--- src/hdl/sip_pkg.sv ---
// shared widths for the serial inner-product slice
// opcode and lane state enums
package sip_pkg;

    // synapse and neuron widths
    localparam int SYN_W  = 16;
    localparam int NEUR_W = 16;

    // neurons per lane, also the adder tree fan-in
    localparam int TI = 16;

    // one extra bit so negating -32768 stays in range
    localparam int TERM_W = SYN_W + 1;

    // four adder levels, one bit of growth each
    localparam int TREE_W = TERM_W + 4;

    // accumulator, partial sum and result
    localparam int ACC_W = 40;

    // precision field, values 1 to 16
    localparam int PREC_W = 5;

    // synapse memory geometry
    localparam int SYN_AW   = 4;
    localparam int SYNVEC_W = TI * SYN_W;

    typedef enum logic [0:0] {
        OP_SUM,
        OP_MAX
    } sip_op_t;

    typedef enum logic [2:0] {
        L_IDLE,
        L_REQ,
        L_LOAD,
        L_RUN,
        L_DRAIN,
        L_DONE
    } lane_state_t;

endpackage

--- src/hdl/synapse_mem.sv ---
// synapse vector RAM
// external write port, one registered read port
module synapse_mem (
    input  logic                          clk,
    input  logic                          i_wr_en,
    input  logic [sip_pkg::SYN_AW-1:0]    i_wr_addr,
    input  logic [sip_pkg::SYNVEC_W-1:0]  i_wr_data,
    input  logic                          i_rd_en,
    input  logic [sip_pkg::SYN_AW-1:0]    i_rd_addr,
    output logic [sip_pkg::SYNVEC_W-1:0]  o_rd_data
);
    import sip_pkg::*;

    // one word per synapse vector
    logic [SYNVEC_W-1:0] mem [2**SYN_AW];

    always_ff @(posedge clk) begin
        if (i_wr_en) mem[i_wr_addr] <= i_wr_data;
    end

    // same-cycle write leaves the old word on the read
    always_ff @(posedge clk) begin
        if (i_rd_en) o_rd_data <= mem[i_rd_addr];
    end

endmodule

--- config.mk ---
export PLATFORM = sky130hd
export DESIGN_NAME = synapse_mem
export DESIGN_NICKNAME = d
export VERILOG_FILES = /design/src/hdl/sip_pkg.sv /design/src/hdl/synapse_mem.sv
export SDC_FILE = /design/constraint.sdc
export NUM_CORES = 2
export LEC_CHECK = 0
export BUFFER_PORTS_ARGS = -buffer_cell sky130_fd_sc_hd__buf_2
export CAP_MARGIN = 20
export CORE_ASPECT_RATIO = 0.5
export CORE_UTILIZATION = 40
export DETAILED_ROUTE_END_ITERATION = 10
export GPL_TIMING_DRIVEN = 1
export PLACE_DENSITY_LB_ADDON = 0.08
export SLEW_MARGIN = 5
export SYNTH_ARGS = -nofsm -noshare
export SYNTH_HDL_FRONTEND = slang
export SYNTH_SLANG_ARGS = --single-unit
export TNS_END_PERCENT = 10
--- constraint.sdc ---
create_clock -name clk -period 47.2 [get_ports clk]
set_clock_uncertainty 0.15 [all_clocks]
set_input_delay 4.72 -clock clk [delete_from_list [all_inputs] [get_ports clk]]
set_output_delay 4.72 -clock clk [all_outputs]
set_load 0.05 [all_outputs]
==> results by group <==
Outcome
  • Status: completed

Synth
  • Area share of the largest cell type after synthesis: 0.811
  • Synth warnings: 0
  • Largest area contributor in the netlist: edfxtp_1
  • Synth Register Bits: between 4000 and 5000
  • Post-synthesis cell area: around 160000 µm²
  • Library cells used by synthesis: 25
  • Synth Instances: 6648
  • Seq/Total Area, Yosys: 0.811
  • Top post-synthesis cells by area: edfxtp_1 (81%), mux4_2 (14%), a22oi_1 (2.1%), mux2_2 (0.74%), nand2_1 (0.47%)
  • Post-synth net total: between 6000 and 7000
  • Syn Area/Cell: ~24 µm²

Pwr
  • Leakage: about 58 nW
  • Flop pwr share: 0.542
  • Clk pwr share: 0.403
  • Logic pwr share: 0.055
  • PwrDens: ~44 nW/µm²
  • Switching share of power: 0.218
  • Worst VDD drop: 29.5 µV
  • Net load switching power: 1.76 mW
  • Int Pwr: 6.33 mW

Worst setup path
  • Crit path cell chain: buf_2 -> nand2_1 -> nor2_4 -> buf_4 -> buf_4 -> buf_4 -> buf_4 -> buf_4
  • CP max stage cell: nor2_4
  • Worst-path fanout max: 41
  • R2R Path End: o_rd_data[96]
  • Required time of the critical path: 47.60 ns
  • Setup crit start kind: input pin
  • Buf/Inv on CP: 6
  • Largest delay contributor family on the critical path: buffers and inverters
  • Setup Crit Path Kind: in -> reg
  • Crit path arrival time: approximately 9.6 ns
  • Reg2Reg Setup Slack: between 40 and 50 ns
  • Slowest stage delay, CP: about 0.84 ns
  • CP endpoint kind: register
  • R2R depth: 3
  • RR Startpoint: mem[13][96]
  • Critical path's most frequent cell: buf_4

STA
  • Final setup fails: 0
  • Fin crit period: slightly above 9 ns
  • Highest Clock Rate: roughly 110 MHz
  • Setup TNS: 0 ns
  • Fin. Hold Viols: 0
  • RSZ-0062 raised after global routing: no
  • Slew @ Worst Pin: approximately 1.1 ns
  • Pins over their slew limit: 0
  • Period utilisation layout: 0.196
  • Slew HR: 0.252

Floorplan
  • Num rows: approximately 160
  • Die ar.: a little over 400000 µm²
  • Die height: about 450 µm
  • Die extent in x: roughly 900 µm
  • Effective utilization at floorplan: 0.403
  • # IOs: about 520
  • Core area: about 400000 µm²

Routing
  • Drt total wl: about 430 mm
  • DRC: 0
  • TritonRoute pass-1 iters: 5
  • Vias/cell: 5.68
  • Via count: 74068
  • DR WL/cell: 33.0 µm
  • Remaining antenna violation count after routing: 0
  • 1st-iter DRT viols: ~7500

Global routing
  • Largest net degree at the start of global routing: roughly 130
  • Initial antenna violation count: 126
  • Gr usage total: 0.209
  • First-pass GRT wire length: between 600 and 700 mm
  • GRT Residual Overflow: 0
  • Vias in the first global route: about 79000

Final layout
  • Post-route cell area: 183000 µm²
  • Layout area overhead: 13.8%
  • Commonest non-fill, non-tap cells in the layout: edfxtp_1 (4352), mux4_2 (968), buf_2 (517), a22oi_1 (450), clkbuf_16 (405)
  • Non-Filler Instances: around 13000
  • Commonest non-fill, non-tap cell in the layout: edfxtp_1
  • Final Net Count: between 7000 and 8000
  • Fin util: 0.458
  • Share of cells above drive strength 1: 0.306

Clock network
  • Cts hold-fix bufs: 0
  • Post-CTS Setup Bufs: 0
  • H-tree levels: 5
  • Longest Clk Path Bufs: 4
  • Sink Count: about 4400
  • Total CTS buffers: about 400
  • Root buffer cell: clkbuf_16
  • Post-cts resize count: 0
  • Clock transition at the registers of the reported paths: 0.06 ns
  • Clock latency on the worst-skew pair: 0.94 ns
  • CTS tree: yes

Worst hold path
  • Worst hold stages: 3
  • WHS Endpoint: o_rd_data[148]
  • HP Start: mem[14][148]
  • HP Class: reg -> reg

Placed design
  • Buffers on Ports: 522
  • Post-DP HPWL: roughly 220 mm
  • Gpl congestion: 0.720
  • Dpl cells: 12301
  • Area post-placement: about 170000 µm²

Run
  • Max cap viols: 0
cells in the mapped netlist:
master / n
edfxtp_1: 4352
mux4_2: 968
a22oi_1: 450
nand2_1: 202
clkbuf_1: 150
mux2_2: 106
buf_4: 89
buf_2: 87
nor2b_1: 39
mux2i_1: 35
o221ai_1: 33
nand2b_1: 27
o21ai_0: 27
a221oi_1: 23
buf_1: 19
nor2_1: 14
buf_6: 8
o22a_1: 6
nor3_1: 4
and2_1: 3
nand3b_1: 2
nand3_1: 1
nor2_2: 1
or2_2: 1
or3b_2: 1
power by group through the flow:
stage                     logic (mW)  registers [mW]  clock network (mW)
after global routing           0.475            4.39                3.48
after CTS                      0.455            4.38                3.34
after global placement         0.447            4.46                   0
after floorplan                0.208            4.54                   0
final                          0.445            4.38                3.26
after detailed placement       0.455            4.47                   0
routing by layer:
metal  up-vias  track usage  wire length [µm]
met1     40950        0.287            183000
met4        24       0.0597             12400
li1      30194            -                 -
met5         -            0               158
met3       747       0.0282             20400
met2      2153        0.353            214000
worst max path at each step:
stage	start	depth (start not counted)	endpoint	slack (ns)
finish	i_wr_addr[0]	8	mem[15][218]	37.96
global route	i_rd_addr[0]	8	o_rd_data[85]	37.68
CTS	i_wr_addr[0]	8	mem[15][234]	37.77
detailed placement	i_wr_addr[0]	8	mem[15][236]	36.75
global placement	i_wr_addr[0]	8	mem[15][177]	36.78
floorplan	i_wr_addr[2]	2	mem[0][0]	23.41
layout make-up:
cell class	count	area, µm²
Multi-Input combinational cell	1943	28900
Antenna cell	22	55.1
Timing Repair Buffer	696	4280
Clock inverter	235	2440
Tap cell	5312	6650
Sequential cell	4352	131000
Clock buffer	484	10400
Fill cell	33001	217000
sequential cells by signal, summed over array words and instances, names as in the netlist:
name       count
mem         4096
o_rd_data    256
stage by stage:
| stage | hold WS, ns | total power [mW] | setup WS, ns |
|---|---|---|---|
| 2_1_floorplan | 0.560 | 4.75 | 23.41 |
| 3_3_place_gp | 0.578 | 4.91 | 36.78 |
| 3_5_place_dp | 0.581 | 4.92 | 36.75 |
| 4_1_cts | 0.575 | 8.18 | 37.77 |
| 5_1_grt | 0.608 | 8.34 | 37.68 |
| 6_report | 0.579 | 8.09 | 37.96 |
cell families (layout without fill, tap and decap cells):
family	after synthesis	count (layout)	share of synthesized area
simple gates	295	295	0.00809
buf+inv	353	1415	0.0113
other cells	0	22	0
flops	4352	4352	0.811
mux	1109	1109	0.145
compound gates	539	539	0.0252
tightest hold or removal path: stages, from the launching register on:
cell      delay [ns]
edfxtp_1        0.31
mux4_2          0.22
a22oi_1         0.06
nand2_1         0.06
No activity file was read; power rests on OpenSTA's default activity.
